[config.mk]
export PLATFORM = sky130hd
export DESIGN_NAME = mem_subsystem
export DESIGN_NICKNAME = d
export VERILOG_FILES = /design/src/source/bus_pkg.sv /design/src/source/mem_pkg.sv /design/src/source/mem_bus_if.sv /design/src/source/mem_subsystem.sv /design/src/source/axil_master.sv /design/src/source/mem_handler.sv /design/src/source/lsu_format.sv
export SDC_FILE = /design/constraint.sdc
export NUM_CORES = 1
export LEC_CHECK = 0
export ABC_CLOCK_PERIOD_IN_PS = 5900
export BUFFER_PORTS_ARGS = -buffer_cell sky130_fd_sc_hd__buf_2
export CAP_MARGIN = 20
export CELL_PAD_IN_SITES_DETAIL_PLACEMENT = 1
export CELL_PAD_IN_SITES_GLOBAL_PLACEMENT = 1
export CORE_ASPECT_RATIO = 0.9
export CORE_MARGIN = 5
export CORE_UTILIZATION = 39
export DETAILED_ROUTE_END_ITERATION = 8
export PLACE_DENSITY = 0.91
export SETUP_SLACK_MARGIN = 0.15
export SLEW_MARGIN = 20
export SYNTH_ARGS = -nofsm -noshare
export SYNTH_HDL_FRONTEND = slang
export SYNTH_SLANG_ARGS = --single-unit
export TNS_END_PERCENT = 20
[constraint.sdc]
create_clock -name clk -period 5.9 [get_ports clk]
set_clock_uncertainty 0.05 [all_clocks]
set_input_delay 1.18 -clock clk [delete_from_list [all_inputs] [get_ports clk]]
set_output_delay 1.18 -clock clk [all_outputs]
set_load 0.03 [all_outputs]
[src/source/bus_pkg.sv]
package bus_pkg;

    // AXI4-Lite data path width
    localparam int DATA_W = 32;
    localparam int STRB_W = DATA_W / 8;  // one strobe per byte

    // BRESP / RRESP encodings
    typedef enum logic [1:0] {
        OKAY   = 2'b00,
        EXOKAY = 2'b01,
        SLVERR = 2'b10,
        DECERR = 2'b11
    } axi_resp_e;

endpackage

[src/source/mem_pkg.sv]
package mem_pkg;

    // memory op codes as decoded by the control unit
    typedef enum logic [3:0] {
        OP_NONE = 4'd0,
        OP_LB   = 4'd1,  // load byte, sign extended
        OP_LH   = 4'd2,  // load half, sign extended
        OP_LW   = 4'd3,
        OP_LBU  = 4'd4,  // load byte, zero extended
        OP_LHU  = 4'd5,  // load half, zero extended
        OP_SB   = 4'd6,
        OP_SH   = 4'd7,
        OP_SW   = 4'd8   // 9..15 are invalid
    } mem_op_e;

    // one instruction walks through these in order
    typedef enum logic [1:0] {
        FETCH  = 2'd0,
        F_WAIT = 2'd1,
        DATA   = 2'd2,
        D_WAIT = 2'd3
    } phase_e;

    // one bus word, seen whole or as four byte lanes
    typedef union packed {
        logic [31:0]     word;
        logic [3:0][7:0] lane;  // lane 0 is the lowest address
    } mem_word_u;

endpackage
[src/source/mem_bus_if.sv]
interface mem_bus_if import bus_pkg::*; #(
    parameter int ADDR_W = 32
);
    logic              req;    // one cycle, only when nothing pending
    logic              we;
    logic [ADDR_W-1:0] addr;
    logic [DATA_W-1:0] wdata;
    logic [STRB_W-1:0] wstrb;
    logic [DATA_W-1:0] rdata;  // valid with done
    logic              done;   // one cycle, ends the access
    logic              err;    // valid with done

    modport requester (
        output req,
        output we,
        output addr,
        output wdata,
        output wstrb,
        input  rdata,
        input  done,
        input  err
    );

    modport bridge (
        input  req,
        input  we,
        input  addr,
        input  wdata,
        input  wstrb,
        output rdata,
        output done,
        output err
    );

endinterface

[src/source/mem_subsystem.sv]
module mem_subsystem import mem_pkg::*, bus_pkg::*; #(
    parameter int ADDR_W = 32
) (
    input  logic              clk,
    input  logic              nrst,
    // core side
    input  logic [ADDR_W-1:0] pc_i,
    input  logic              mem_read_i,
    input  logic              mem_write_i,
    input  logic              mem_source_i,
    input  mem_op_e           mem_op_i,
    input  logic [ADDR_W-1:0] alu_addr_i,
    input  logic [31:0]       reg_data_i,
    input  logic [31:0]       fpu_data_i,
    output logic [31:0]       instr_o,
    output logic              instr_valid_o,
    output logic [31:0]       reg_data_o,
    output logic              reg_we_o,
    output logic              freeze_o,
    output logic              bus_err_o,
    // AXI4-Lite master
    output logic [ADDR_W-1:0] m_axi_awaddr_o,
    output logic              m_axi_awvalid_o,
    input  logic              m_axi_awready_i,
    output logic [DATA_W-1:0] m_axi_wdata_o,
    output logic [STRB_W-1:0] m_axi_wstrb_o,
    output logic              m_axi_wvalid_o,
    input  logic              m_axi_wready_i,
    input  logic [1:0]        m_axi_bresp_i,
    input  logic              m_axi_bvalid_i,
    output logic              m_axi_bready_o,
    output logic [ADDR_W-1:0] m_axi_araddr_o,
    output logic              m_axi_arvalid_o,
    input  logic              m_axi_arready_i,
    input  logic [DATA_W-1:0] m_axi_rdata_i,
    input  logic [1:0]        m_axi_rresp_i,
    input  logic              m_axi_rvalid_i,
    output logic              m_axi_rready_o
);
    mem_bus_if #(.ADDR_W(ADDR_W)) mem_bus ();

    mem_handler #(.ADDR_W(ADDR_W)) u_mem_handler (
        .clk           (clk),
        .nrst          (nrst),
        .pc_i          (pc_i),
        .mem_read_i    (mem_read_i),
        .mem_write_i   (mem_write_i),
        .mem_source_i  (mem_source_i),
        .mem_op_i      (mem_op_i),
        .alu_addr_i    (alu_addr_i),
        .reg_data_i    (reg_data_i),
        .fpu_data_i    (fpu_data_i),
        .instr_o       (instr_o),
        .instr_valid_o (instr_valid_o),
        .reg_data_o    (reg_data_o),
        .reg_we_o      (reg_we_o),
        .freeze_o      (freeze_o),
        .bus_err_o     (bus_err_o),
        .bus_o         (mem_bus.requester)
    );

    axil_master #(.ADDR_W(ADDR_W)) u_axil_master (
        .clk             (clk),
        .nrst            (nrst),
        .bus_i           (mem_bus.bridge),
        .m_axi_awaddr_o  (m_axi_awaddr_o),
        .m_axi_awvalid_o (m_axi_awvalid_o),
        .m_axi_awready_i (m_axi_awready_i),
        .m_axi_wdata_o   (m_axi_wdata_o),
        .m_axi_wstrb_o   (m_axi_wstrb_o),
        .m_axi_wvalid_o  (m_axi_wvalid_o),
        .m_axi_wready_i  (m_axi_wready_i),
        .m_axi_bresp_i   (m_axi_bresp_i),
        .m_axi_bvalid_i  (m_axi_bvalid_i),
        .m_axi_bready_o  (m_axi_bready_o),
        .m_axi_araddr_o  (m_axi_araddr_o),
        .m_axi_arvalid_o (m_axi_arvalid_o),
        .m_axi_arready_i (m_axi_arready_i),
        .m_axi_rdata_i   (m_axi_rdata_i),
        .m_axi_rresp_i   (m_axi_rresp_i),
        .m_axi_rvalid_i  (m_axi_rvalid_i),
        .m_axi_rready_o  (m_axi_rready_o)
    );

endmodule

[src/source/axil_master.sv]
module axil_master import bus_pkg::*; #(
    parameter int ADDR_W = 32
) (
    input  logic              clk,
    input  logic              nrst,
    mem_bus_if.bridge         bus_i,
    output logic [ADDR_W-1:0] m_axi_awaddr_o,
    output logic              m_axi_awvalid_o,
    input  logic              m_axi_awready_i,
    output logic [DATA_W-1:0] m_axi_wdata_o,
    output logic [STRB_W-1:0] m_axi_wstrb_o,
    output logic              m_axi_wvalid_o,
    input  logic              m_axi_wready_i,
    input  logic [1:0]        m_axi_bresp_i,
    input  logic              m_axi_bvalid_i,
    output logic              m_axi_bready_o,
    output logic [ADDR_W-1:0] m_axi_araddr_o,
    output logic              m_axi_arvalid_o,
    input  logic              m_axi_arready_i,
    input  logic [DATA_W-1:0] m_axi_rdata_i,
    input  logic [1:0]        m_axi_rresp_i,
    input  logic              m_axi_rvalid_i,
    output logic              m_axi_rready_o
);
    typedef enum logic [1:0] {
        M_IDLE,
        M_XFER,   // address and write data out
        M_RESP,   // waiting on B or R
        M_DONE
    } mst_state_e;

    mst_state_e        state;
    logic              we_q;
    logic              aw_done;     // AW accepted
    logic              w_done;      // W accepted
    logic              err_q;
    logic [ADDR_W-1:0] addr_q;
    logic [DATA_W-1:0] wdata_q;
    logic [STRB_W-1:0] wstrb_q;
    logic [DATA_W-1:0] rdata_q;
    logic              aw_hs;
    logic              w_hs;
    logic              b_hs;
    logic              ar_hs;
    logic              r_hs;

    function automatic logic resp_is_err(input logic [1:0] resp);
        return (resp == SLVERR) || (resp == DECERR);
    endfunction

    assign m_axi_awvalid_o = (state == M_XFER) && we_q && !aw_done;
    assign m_axi_wvalid_o  = (state == M_XFER) && we_q && !w_done;
    assign m_axi_arvalid_o = (state == M_XFER) && !we_q;
    assign m_axi_bready_o  = (state == M_RESP) && we_q;
    assign m_axi_rready_o  = (state == M_RESP) && !we_q;

    assign m_axi_awaddr_o = addr_q;
    assign m_axi_araddr_o = addr_q;
    assign m_axi_wdata_o  = wdata_q;
    assign m_axi_wstrb_o  = wstrb_q;

    assign aw_hs = m_axi_awvalid_o && m_axi_awready_i;
    assign w_hs  = m_axi_wvalid_o && m_axi_wready_i;
    assign b_hs  = m_axi_bready_o && m_axi_bvalid_i;
    assign ar_hs = m_axi_arvalid_o && m_axi_arready_i;
    assign r_hs  = m_axi_rready_o && m_axi_rvalid_i;

    assign bus_i.done  = (state == M_DONE);
    assign bus_i.rdata = rdata_q;
    assign bus_i.err   = err_q;

    always_ff @(posedge clk) begin
        if (!nrst) begin
            state   <= M_IDLE;
            we_q    <= 1'b0;
            aw_done <= 1'b0;
            w_done  <= 1'b0;
            err_q   <= 1'b0;
        end else begin
            case (state)
                M_IDLE: begin
                    if (bus_i.req) begin
                        we_q    <= bus_i.we;
                        aw_done <= 1'b0;
                        w_done  <= 1'b0;
                        state   <= M_XFER;
                    end
                end
                M_XFER: begin
                    if (we_q) begin
                        aw_done <= aw_done | aw_hs;
                        w_done  <= w_done | w_hs;
                        if ((aw_done || aw_hs) && (w_done || w_hs)) begin
                            state <= M_RESP;  // both channels taken, in any order
                        end
                    end else if (ar_hs) begin
                        state <= M_RESP;
                    end
                end
                M_RESP: begin
                    if (b_hs) begin
                        err_q <= resp_is_err(m_axi_bresp_i);
                        state <= M_DONE;
                    end else if (r_hs) begin
                        err_q <= resp_is_err(m_axi_rresp_i);
                        state <= M_DONE;
                    end
                end
                default: state <= M_IDLE;  // done lasts one cycle
            endcase
        end
    end

    always_ff @(posedge clk) begin
        if ((state == M_IDLE) && bus_i.req) begin
            addr_q  <= bus_i.addr;
            wdata_q <= bus_i.wdata;
            wstrb_q <= bus_i.wstrb;
        end
        if (r_hs) begin
            rdata_q <= m_axi_rdata_i;
        end
    end

endmodule

[src/source/mem_handler.sv]
module mem_handler import mem_pkg::*; #(
    parameter int ADDR_W = 32
) (
    input  logic              clk,
    input  logic              nrst,
    input  logic [ADDR_W-1:0] pc_i,
    input  logic              mem_read_i,
    input  logic              mem_write_i,
    input  logic              mem_source_i,   // 1 stores from the fpu file
    input  mem_op_e           mem_op_i,
    input  logic [ADDR_W-1:0] alu_addr_i,
    input  logic [31:0]       reg_data_i,
    input  logic [31:0]       fpu_data_i,
    output logic [31:0]       instr_o,
    output logic              instr_valid_o,
    output logic [31:0]       reg_data_o,
    output logic              reg_we_o,
    output logic              freeze_o,
    output logic              bus_err_o,
    mem_bus_if.requester      bus_o
);
    phase_e      phase;
    phase_e      phase_n;
    logic        pend_load;       // data access in flight is a load
    logic [31:0] store_data;
    logic [31:0] wdata;
    logic [3:0]  wstrb;
    logic [31:0] load_data;
    logic        op_is_load;
    logic        op_is_store;
    logic        load_go;
    logic        store_go;

    assign store_data = mem_source_i ? fpu_data_i : reg_data_i;

    // core inputs are held while frozen, so the same decode serves D_WAIT
    lsu_format u_lsu_format (
        .op_i          (mem_op_i),
        .addr_lo_i     (alu_addr_i[1:0]),
        .store_data_i  (store_data),
        .load_word_i   (bus_o.rdata),
        .wdata_o       (wdata),
        .wstrb_o       (wstrb),
        .load_data_o   (load_data),
        .op_is_load_o  (op_is_load),
        .op_is_store_o (op_is_store)
    );

    assign load_go  = mem_read_i & op_is_load;
    assign store_go = mem_write_i & op_is_store;

    assign bus_o.wdata = wdata;
    assign bus_o.wstrb = wstrb;

    // core only runs during the fetch cycle
    assign freeze_o = (phase != FETCH);

    always_comb begin
        phase_n    = phase;
        bus_o.req  = 1'b0;
        bus_o.we   = 1'b0;
        bus_o.addr = pc_i;  // fetch address by default
        case (phase)
            FETCH: begin
                bus_o.req = 1'b1;
                phase_n   = F_WAIT;
            end
            F_WAIT: begin
                if (bus_o.done) begin
                    phase_n = DATA;  // even on a fetch error
                end
            end
            DATA: begin
                bus_o.addr = alu_addr_i;
                if (load_go || store_go) begin
                    bus_o.req = 1'b1;
                    bus_o.we  = store_go;
                    phase_n   = D_WAIT;
                end else begin
                    phase_n = FETCH;  // no data access
                end
            end
            D_WAIT: begin
                if (bus_o.done) begin
                    phase_n = FETCH;
                end
            end
            default: phase_n = FETCH;
        endcase
    end

    always_ff @(posedge clk) begin
        if (!nrst) begin
            phase         <= FETCH;
            pend_load     <= 1'b0;
            instr_valid_o <= 1'b0;
            reg_we_o      <= 1'b0;
            bus_err_o     <= 1'b0;
        end else begin
            phase         <= phase_n;
            instr_valid_o <= (phase == F_WAIT) && bus_o.done;
            reg_we_o      <= (phase == D_WAIT) && bus_o.done && pend_load && !bus_o.err;
            bus_err_o     <= bus_o.done && bus_o.err;
            if (phase == DATA) begin
                pend_load <= load_go;
            end
        end
    end

    always_ff @(posedge clk) begin
        if ((phase == F_WAIT) && bus_o.done) begin
            instr_o <= bus_o.rdata;
        end
        if ((phase == D_WAIT) && bus_o.done && pend_load) begin
            reg_data_o <= load_data;  // extended value
        end
    end

endmodule

[src/source/lsu_format.sv]
module lsu_format import mem_pkg::*; (
    input  mem_op_e     op_i,
    input  logic [1:0]  addr_lo_i,     // byte offset within the word
    input  logic [31:0] store_data_i,
    input  logic [31:0] load_word_i,   // raw word from the bus
    output logic [31:0] wdata_o,
    output logic [3:0]  wstrb_o,
    output logic [31:0] load_data_o,
    output logic        op_is_load_o,
    output logic        op_is_store_o
);
    mem_word_u  st_src;
    mem_word_u  st_word;
    mem_word_u  ld_word;
    logic [7:0] ld_byte;
    logic [15:0] ld_half;

    assign st_src.word  = store_data_i;
    assign ld_word.word = load_word_i;

    // a halfword ignores bit 0 of the offset
    assign ld_byte = ld_word.lane[addr_lo_i];
    assign ld_half = {ld_word.lane[{addr_lo_i[1], 1'b1}], ld_word.lane[{addr_lo_i[1], 1'b0}]};

    always_comb begin
        st_word.word  = '0;
        wstrb_o       = '0;
        load_data_o   = '0;
        op_is_load_o  = 1'b0;
        op_is_store_o = 1'b0;
        case (op_i)
            OP_LB: begin
                op_is_load_o = 1'b1;
                load_data_o  = {{24{ld_byte[7]}}, ld_byte};
            end
            OP_LH: begin
                op_is_load_o = 1'b1;
                load_data_o  = {{16{ld_half[15]}}, ld_half};
            end
            OP_LW: begin
                op_is_load_o = 1'b1;
                load_data_o  = ld_word.word;  // offset ignored
            end
            OP_LBU: begin
                op_is_load_o = 1'b1;
                load_data_o  = {24'd0, ld_byte};
            end
            OP_LHU: begin
                op_is_load_o = 1'b1;
                load_data_o  = {16'd0, ld_half};
            end
            OP_SB: begin
                op_is_store_o              = 1'b1;
                st_word.lane[addr_lo_i]    = st_src.lane[0];
                wstrb_o[addr_lo_i]         = 1'b1;
            end
            OP_SH: begin
                op_is_store_o                          = 1'b1;
                st_word.lane[{addr_lo_i[1], 1'b0}]     = st_src.lane[0];
                st_word.lane[{addr_lo_i[1], 1'b1}]     = st_src.lane[1];
                wstrb_o = addr_lo_i[1] ? 4'b1100 : 4'b0011;
            end
            OP_SW: begin
                op_is_store_o = 1'b1;
                st_word       = st_src;
                wstrb_o       = 4'b1111;
            end
            default: begin
                // none and invalid codes: no access at all
            end
        endcase
    end

    assign wdata_o = st_word.word;

endmodule

After elaboration in Yosys (flattened, before gate mapping)
Cells that the tools add are included.

storage, ports and cells
  flip-flop bits (word level) = 176
  word-level logic and storage cells = 140

operators by class
  equality and inequality tests = 25
  reduce and logical (&&, ||, !) cells = 42
  mux-type cells = 45
  bitwise operators = 6
  $lt $le $gt $ge = 6

operators with widths
  cell                                                                                  number
  32-bit one-hot mux with 5 select lines                                                1
  32-bit one-hot mux with 3 select lines                                                1
  32-bit two-way mux                                                                    2
  8-bit two-way mux                                                                     8
  32-bit by 24-bit bitwise AND with 32-bit output                                       1
  32-bit bitwise AND                                                                    1
  32-bit bitwise mux                                                                    1
  1-bit logical AND                                                                     21
  2-bit two-way mux                                                                     9
  8-bit binary-select mux with 2-bit select                                             1
  8-bit demux with 1-bit select                                                         2
  8-bit demux with 2-bit select                                                         1
  2-bit == test (second input constant)                                                 8
  4-bit by 3-bit == test with 1-bit output (second input constant)                      4
  4-bit one-hot mux with 3 select lines                                                 1
  1-bit two-way mux                                                                     11
  2-bit by 3-bit less-than comparator with 1-bit output (second input constant)         3
  4-bit by 2-bit == test with 1-bit output (second input constant)                      2
  2-bit by 1-bit != test with 1-bit output (second input constant)                      4
  2-bit one-hot mux with 4 select lines                                                 1
  2-bit by 1-bit greater-or-equal comparator with 1-bit output (second input constant)  3
  3-bit by 1-bit != test with 1-bit output (second input constant)                      2
  1-bit one-hot mux with 2 select lines                                                 3
  2-bit one-hot mux with 3 select lines                                                 1
  other kinds (17)                                                                      32

Logic depth before layout (Yosys ltp)
Gate-level depths: netlist (run 1).

  depth in word-level cells = 9
  gate-level depth with buffers = 7
  depth with buffers taken out = 7

Cells and area by module
From an unflattened synthesis (run 1), not the netlist that was laid out.

unflattened totals
  cells, all modules = 521
  area, all modules = 8124.0 um^2

by module, submodules not included
  module       instances  area each (um^2)  cells each
  axil_master  1          3623.5            181
  mem_handler  1          3089.2            162
  lsu_format   1          1411.4            178

Least setup slack after synthesis (run 1)
No wires, ideal clock.

  kind = input-to-reg
  from = input mem_op_i[2]
  to = register u_axil_master.addr_q[0], in the netlist u_axil_master.m_axi_araddr_o[0], enable pin
  required time = 5.428 ns
  stages = 6
  arrival time = 3.477 ns
  slack = 1.951 ns
  path through = buf_6 or4b_4 buf_6 o21ai_4 o21ai_2 inv_1

between the ends
  word-level cells in the longest chain between the ends = 8
  elaborated cells on any way between the ends = 18
  those cells by class = 8 x eq/ne; 4 x mux; 2 x bitwise; 4 x reduce/logical

ends and longest elaborated chain
  what                                                                       line                                  RTL
  start, declared                                                            mem_subsystem.sv:11                   input mem_op_e mem_op_i,
  4-bit by 3-bit == test with 1-bit output, or another cell as far along     lsu_format.sv:31                      case (op_i)
  5-bit OR reduction (no line) / 3-bit OR reduction (equally long branches)  --
  1-bit two-way mux                                                          lsu_format.sv:31
  1-bit bitwise AND, on equally long branches                                mem_handler.sv:49, mem_handler.sv:50
  1-bit logical OR (*)                                                       mem_handler.sv:75                     if (load_go || store_go) begin
  1-bit two-way mux (*)                                                      mem_handler.sv:75
  1-bit one-hot mux with 2 select lines (*)                                  mem_handler.sv:63                     case (phase)
  1-bit logical AND (*)                                                      axil_master.sv:115                    if ((state == M_IDLE) && bus_i.req) begin
  end signal, assigned                                                       axil_master.sv:116                    addr_q <= bus_i.addr;
  end, declared                                                              axil_master.sv:37                     logic [ADDR_W-1:0] addr_q;

Every way passes the cells marked *; elsewhere a longest branch is shown, timed or not.
A chain may end at the register's enable or synchronous reset.

Worst setup path after layout (run 1)
  from = input mem_op_i[1]
  to = register u_axil_master.addr_q[15], in the netlist u_axil_master.m_axi_araddr_o[15], enable pin

Same word-level chain as after synthesis.

==> impl_metrics.yaml, run 1 <==
outcome:
  status: "finished, final reports clean"
die:
  fp.dieW_um: 158
  io_pins: 351
  coreArea_um2: 19300
  num_rows: 48
  die_y_um: 143
  die_area_um2: 22700
  initial_utilization_pct: 39.9
logic_synthesis:
  synth_edf_count: 164
  synth_common_cells: "edfxtp_1 (164), nand2_1 (63), mux2_2 (46), buf_4 (34), nor2_1 (34)"
  synth_top_area_share_pct: 64.0
  yosysUniqueCellTypes: 51
  synth.most_common_cell: "edfxtp_1"
  ys_dominant_reg_cell: "edfxtp_1"
  netlist_instances: 539
  syn_area_per_cell_um2: 14.3
  synthesis.nets: 722
  synth_seq_cells: 176
  synth_top_area_cell: "edfxtp_1"
  async_reset_ff_share_pct: 0
  yosysSeqAreaShare_pct: 67.1
  synth_area_um2: 7700
  synth.area.top_cells: "edfxtp_1 (64%), mux2_2 (6.7%), mux2i_1 (3.6%)"
  yosysWarningCount: 0
global_route:
  grt_pass1_vias: 6182
  antenna_found_initial: 3
  track_usage_pct: 21.2
  grt_max_degree: 69
  grt_pass1_wl_um: 36300
  grt.overflow.total: 0
layout:
  postLayoutCellArea_um2: 10100
  drive_gt1_share_pct: 51.0
  fin_cells: 1121
  nets: 1038
  final_util_pct: 52.4
  area_delta_synth_final_pct: 31.1
clocking:
  h-tree-depth: 4
  clk_latency_ns: 0.43
  cts_hold_buffers: 0
  post-cts-setup-buffers: 0
  cts.repair.resized: 0
  cts_buffers: 17
  cts_root_buffer: "clkbuf_16"
  cts_tree: "built"
  cts.reportedPaths.clkPinSlew_ns: 0.08
  clockBufferDepth: 2
  cts_sinks: 176
place:
  dp_cells: 1085
  portBuffers: 348
  globalplace.congestion: 0.800
  place_area_um2: 9430
  dpl.hpwl_um: 19000
timing:
  rsz0062_at_grt: "false"
  max_freq_mhz: 309
  hold_ws_ns: 0.426
  maxSlewHeadroom_pct: 30.1
  setup_viol: 0
  fin_crit_sh_pct: 54.9
  tns_ns: 0
  hold_viol: 0
  worstMarginPinSlew_ns: 1.05
  drv_slew: 0
  min_period_ns: 3.24
routing:
  post-route-drc-count: 0
  routed_wl_um: 25000
  vias_per_cell: 5.21
  first_pass_iters: 5
  drt-initial-drc-count: 379
  wl_per_cell_um: 22.3
  vias: 5835
  postRouteAntennaNets: 0
setup_path:
  cp_data_required_time_ns: 5.90
  path_max_fanout: 68
  cp-start-kind: "input pin"
  end_kind: "flip-flop"
  worst-setup-path-type: "input pin to flip-flop"
  crit_arrival_ns: 3.24
pwr:
  clock_power_share_pct: 31.1
  switching_share_pct: 35.7
  power_frac_seq_pct: 44.2
  internal-power_uw: 2420
  combPwrFrac_pct: 24.7
  powerDensity_nw_per_um2: 373
  switchingPower_uw: 1350
  irDropWorstVdd_v: 0.000185
  p_leak_uw: 0.00436
hold_path:
  hp-class: "flip-flop to flip-flop"
flow_run:
  drv_cap: 0
## cells by family (layout without fill, tap and decap cells)
kind of cell	count (synthesis)	count (layout)	share of synthesized area, %
fa+ha+maj	6	6	0.943
xor+xnor	1	1	0.114
compound gates	80	80	7.90
mux	75	75	10.7
flops	176	176	67.1
other cells	0	3	0
buf+inv	69	398	5.49
simple gates	132	132	7.80
## layout by cell type (no fill, tap or decap), types with 6 or more instances in the layout
cell / Yosys / final
buf_2: 11 / 348
nand3_1: 6 / 6
inv_1: 13 / 12
a21oi_1: 8 / 8
nor2_1: 34 / 32
dfxtp_1: 12 / 12
o22ai_1: 22 / 22
mux2i_1: 28 / 28
mux2_2: 46 / 46
edfxtp_1: 164 / 164
a221o_1: 14 / 14
clkbuf_16: 0 / 17
nand2_1: 63 / 63
clkinv_8: 0 / 7
## worst max-delay path, cell delays in order
cell     delay, ns
buf_2         0.19
or4b_4        0.72
o21ai_4       0.20
o21ai_2       0.12
inv_2         0.06
buf_4         0.65
## layout make-up
cell class | count | area, um2
Tap cell | 250 | 313
Antenna cell | 3 | 7.51
Multi-Input combinational cell | 294 | 2130
Timing Repair Buffer | 353 | 1800
Clock buffer | 17 | 425
Sequential cell | 176 | 5160
Fill cell | 2061 | 9190
Clock inverter | 15 | 206
Inverter | 13 | 48.8
## power groups by stage
stage | Combinational (uW) | Clock (uW) | Sequential [uW]
4_1_cts | 941 | 1200 | 1670
3_5_place_dp | 938 | 0 | 1690
2_1_floorplan | 409 | 0 | 1940
3_3_place_gp | 916 | 0 | 1680
5_1_grt | 985 | 1260 | 1680
6_report | 931 | 1170 | 1660
## metal layers
metal | vias to the layer above | part of all wire [%] | GRT usage [%]
li1 | 2648 | - | -
met1 | 2900 | 37 | 25.1
met2 | 265 | 54 | 39.2
met3 | 22 | 6.8 | 3.64
met4 | 0 | 1.6 | 6.78
met5 | - | 0 | 0
## sequential cells by signal (all words and copies together), names as in the netlist
name,cells
u_axil_master.state,2
u_axil_master.w_done,1
u_axil_master.aw_done,1
u_mem_handler.phase,2
u_axil_master.we_q,1
u_mem_handler.instr_valid_o,1
u_axil_master.m_axi_wstrb_o,4
u_axil_master.bus_i.err,1
u_mem_handler.reg_we_o,1
u_mem_handler.instr_o,32
u_mem_handler.reg_data_o,32
u_axil_master.m_axi_wdata_o,32
u_mem_handler.pend_load,1
u_axil_master.m_axi_araddr_o,32
u_mem_handler.bus_err_o,1
u_axil_master.bus_i.rdata,32
## path summary, 6_finish.rpt
check / start / endpoint / slack, ns / cells past startpoint
max reg2reg: u_axil_master.bus_i.rdata[31]$_DFFE_PP_ / u_mem_handler.reg_data_o[31]$_DFFE_PP_ / 3.60 / 5
min reg2reg: u_axil_master.bus_i.rdata[6]$_DFFE_PP_ / u_mem_handler.instr_o[6]$_DFFE_PP_ / 0.43 / 0
max: mem_op_i[1] / u_axil_master.m_axi_araddr_o[15]$_DFFE_PP_ / 2.66 / 6
min: u_axil_master.bus_i.rdata[6]$_DFFE_PP_ / u_mem_handler.instr_o[6]$_DFFE_PP_ / 0.43 / 0
## through the flow
stage / setup WS [ns] / total power, uW
after CTS: 2.69 / 3810
after global placement: 2.28 / 2600
after detailed placement: 2.24 / 2630
final: 2.66 / 3770
after global routing: 2.57 / 3930
after floorplan: 1.95 / 2350
(Power assumes the default switching activity.)
==> run 2, diff against run 1 <==
--- a/config.mk
+++ b/config.mk
@@ -5,16 +5,17 @@
 export SDC_FILE = /design/constraint.sdc
 export NUM_CORES = 1
 export LEC_CHECK = 0
-export ABC_CLOCK_PERIOD_IN_PS = 5900
+export ABC_AREA = 1
+export ABC_CLOCK_PERIOD_IN_PS = 2700
 export BUFFER_PORTS_ARGS = -buffer_cell sky130_fd_sc_hd__buf_2
 export CAP_MARGIN = 20
 export CELL_PAD_IN_SITES_DETAIL_PLACEMENT = 1
 export CELL_PAD_IN_SITES_GLOBAL_PLACEMENT = 1
 export CORE_ASPECT_RATIO = 0.9
 export CORE_MARGIN = 5
-export CORE_UTILIZATION = 39
+export CORE_UTILIZATION = 32
 export DETAILED_ROUTE_END_ITERATION = 8
-export PLACE_DENSITY = 0.91
+export PLACE_DENSITY = 0.83
 export SETUP_SLACK_MARGIN = 0.15
 export SLEW_MARGIN = 20
 export SYNTH_ARGS = -nofsm -noshare
==> constraint.sdc (replaced) <==
create_clock -name clk -period 2.7 [get_ports clk]
set_clock_uncertainty 0.05 [all_clocks]
set_input_delay 0.54 -clock clk [delete_from_list [all_inputs] [get_ports clk]]
set_output_delay 0.54 -clock clk [all_outputs]
set_load 0.03 [all_outputs]
==> run 2 against run 1 <==
  * Via count increased by 10%
  * Utilization is 9.6 points lower
  * Clock-buffer cell count unchanged
  * Die area grew 22%
  * Sequential power rose by 120%
  * Area after synthesis increased by 1.6%
  * Non-clock buffer count rose by 7
  * Synthesized cell count rose by 32%
  * Hold slack worse by 0.20 ns
==> impl_metrics.yaml, run 2 <==
global_route:
  grt.overflow.total: 0
  grt_pass1_wl_um: 39000
  antenna_found_initial: 7
  track_usage_pct: 18.3
  grt_max_degree: 39
  grt_pass1_vias: 6787
hold_path:
  hold_depth: 1
  hp-class: "input pin to flip-flop"
  min-delay-start: "m_axi_rdata_i[8]"
  whs_endpoint: "u_axil_master.bus_i.rdata[8]$_DFFE_PP_"
layout:
  nets: 1219
  final_cell_mix: "buf_2 (348), nand2_1 (230), edfxtp_1 (164), nor2_1 (49), inv_1 (48)"
  postLayoutCellArea_um2: 10300
  area_delta_synth_final_pct: 32.1
  final_util_pct: 42.7
  final_common_cell: "buf_2"
  fillers: 2803
  drive_gt1_share_pct: 40.6
timing:
  hold_viol: 0
  tns_ns: 0
  worstMarginPinSlew_ns: 0.985
  max_freq_mhz: 466
  worst_slack_ns: 0.552
  setup_viol: 0
  rsz0062_at_grt: "false"
  maxSlewHeadroom_pct: 33.8
  fin_crit_sh_pct: 79.5
  drv_slew: 0
  min_period_ns: 2.15
pwr:
  powerDensity_nw_per_um2: 811
  power_frac_seq_pct: 43.8
  internal-power_uw: 5320
  irDropWorstVdd_v: 0.000377
  switching_share_pct: 36.6
  clock_power_share_pct: 30.0
  p_leak_uw: 0.00477
  fin_total_pwr_uw: 8390
  combPwrFrac_pct: 26.2
  switchingPower_uw: 3070
logic_synthesis:
  synth_common_cells: "nand2_1 (230), edfxtp_1 (164), nor2_1 (51), inv_1 (48), buf_4 (32)"
  synth_xor_xnor_area_share_pct: 0
  synth_seq_cells: 176
  synth-compound-area-share_pct: 6.96
  synthAdderAreaFrac_pct: 0.800
  synth_top_family_by_area: "simple AND/OR/NAND/NOR gates"
  synth_edf_count: 164
  yosys.area_share.simple_pct: 17.4
  yosysUniqueCellTypes: 35
  synth.area.top_cells: "edfxtp_1 (63%), nand2_1 (11%), dfxtp_1 (3.1%)"
  yosysWarningCount: 0
  ys_dominant_reg_cell: "edfxtp_1"
  synthesis.nets: 893
  synth_top_area_cell: "edfxtp_1"
  syn_area_per_cell_um2: 11.0
  synth.most_common_cell: "nand2_1"
  yosysSeqAreaShare_pct: 66.0
  netlist_instances: 710
  async_reset_ff_share_pct: 0
  synth_top_area_share_pct: 63.0
  synth_mux_area_share_pct: 1.66
  synth_area_um2: 7820
setup_path:
  worst-path-buf-inv: 3
  reg2regPathDepth: 7
  critPathMostFrequentCell: "inv_1"
  cp-start-kind: "flip-flop"
  end_kind: "primary output"
  cp_data_required_time_ns: 2.11
  r2r-end: "u_axil_master.m_axi_araddr_o[3]$_DFFE_PP_"
  path_cells: "inv_1, ha_1, inv_1, nor2_1, buf_2"
  crit_slowest_cell: "dfxtp_1"
  r2r-start: "u_mem_handler.phase[1]$_SDFFE_PN0P_"
  worst-setup-path-type: "flip-flop to primary output"
  cpLargestDelayFamily: "buffers and inverters"
  reg2reg_slack_ns: 0.73
  critical-path-max-stage-delay_ns: 0.35
  path_max_fanout: 4
  crit_arrival_ns: 1.56
routing:
  postRouteAntennaNets: 0
  drt-initial-drc-count: 464
  vias: 6447
  vias_per_cell: 4.74
  wl_per_cell_um: 19.5
  routed_wl_um: 26600
  post-route-drc-count: 0
  first_pass_iters: 5
clocking:
  cts.repair.resized: 0
  post-cts-setup-buffers: 0
  cts_root_buffer: "clkbuf_16"
  cts_tree: "built"
  cts_hold_buffers: 0
  clk_latency_ns: 0.43
  cts_buffers: 17
  clockBufferDepth: 2
  cts.reportedPaths.clkPinSlew_ns: 0.08
  cts_sinks: 176
  h-tree-depth: 4
die:
  num_rows: 54
  coreArea_um2: 24200
  die_y_um: 158
  initial_utilization_pct: 32.3
  die_area_um2: 27700
  fp.dieW_um: 175
  io_pins: 351
place:
  dpl.hpwl_um: 20200
  globalplace.congestion: 0.855
  portBuffers: 348
  dp_slack_ns: 0.321
  place_area_um2: 9710
flow_run:
  drv_cap: 0
outcome:
  status: "finished, final reports clean"
## run 2: cell count changes after synthesis, sizes merged, moves of 6 or more
cell,previous run,this run
o32ai,0,8
a221o,14,0
a21oi,8,29
o22ai,22,7
mux2i,28,13
nor2,34,57
mux2,46,0
buf,48,41
inv,13,55
nand2,63,233
nand3,6,25
o21ai,8,21
nor2b,6,0
## run 2: layer usage
metal	part of all wire [%]	GRT usage, %	vias to the layer above
li1	-	-	3052
met4	2.1	5.57	10
met2	50	31.7	247
met5	0.20	0	-
met1	40	22.4	3092
met3	7.4	5.53	46
## run 2: cell families (layout without fill, tap and decap cells)
logic type,Yosys count,in the layout
and+or+nand+nor,326,326
DFF,176,176
buffers and inverters,108,447
AOI/OAI and AO/OA,82,82
muxes,13,13
adders and majority gates,5,5
other,0,2
## run 2: through the flow
| stage | std cells | hold slack, ns |
|---|---|---|
| finish | 1359 | 0.227 |
| global route | 1358 | 0.199 |
| CTS | 1356 | 0.197 |
| detailed placement | 1324 | 0.386 |
| global placement | 1324 | 0.389 |
| floorplan | 710 | 0.366 |
## run 2: how the worst max path moves through the flow
stage	start	end	slack, ns	cells after the start
floorplan	u_axil_master.state[0]$_SDFFE_PN0P_	u_mem_handler.instr_o[0]$_DFFE_PP_	0.21	3
global placement	alu_addr_i[1]	u_mem_handler.reg_data_o[15]$_DFFE_PP_	0.41	7
detailed placement	alu_addr_i[1]	u_mem_handler.reg_data_o[8]$_DFFE_PP_	0.32	7
CTS	u_axil_master.state[1]$_SDFFE_PN0P_	m_axi_awvalid_o	0.53	5
global route	u_axil_master.state[1]$_SDFFE_PN0P_	m_axi_arvalid_o	0.40	5
finish	u_axil_master.state[1]$_SDFFE_PN0P_	m_axi_arvalid_o	0.55	5
## run 2: power groups by stage
stage | registers (uW) | logic (uW) | clock network (uW)
after floorplan | 4230 | 1010 | 0
after detailed placement | 3730 | 2220 | 0
after CTS | 3680 | 2220 | 2590
final | 3670 | 2200 | 2510
after global routing | 3710 | 2360 | 2690
after global placement | 3720 | 2160 | 0
## run 2: layout make-up
cell class	count	area, um2	share of cell area, %
Multi-Input combinational cell	426	2110	20.4
Tap cell	308	385	3.73
Timing Repair Buffer	360	1860	18.0
Antenna cell	2	5.00	0.0484
Clock inverter	15	180	1.74
Sequential cell	176	5160	50.0
Inverter	55	206	2.00
Clock buffer	17	425	4.12
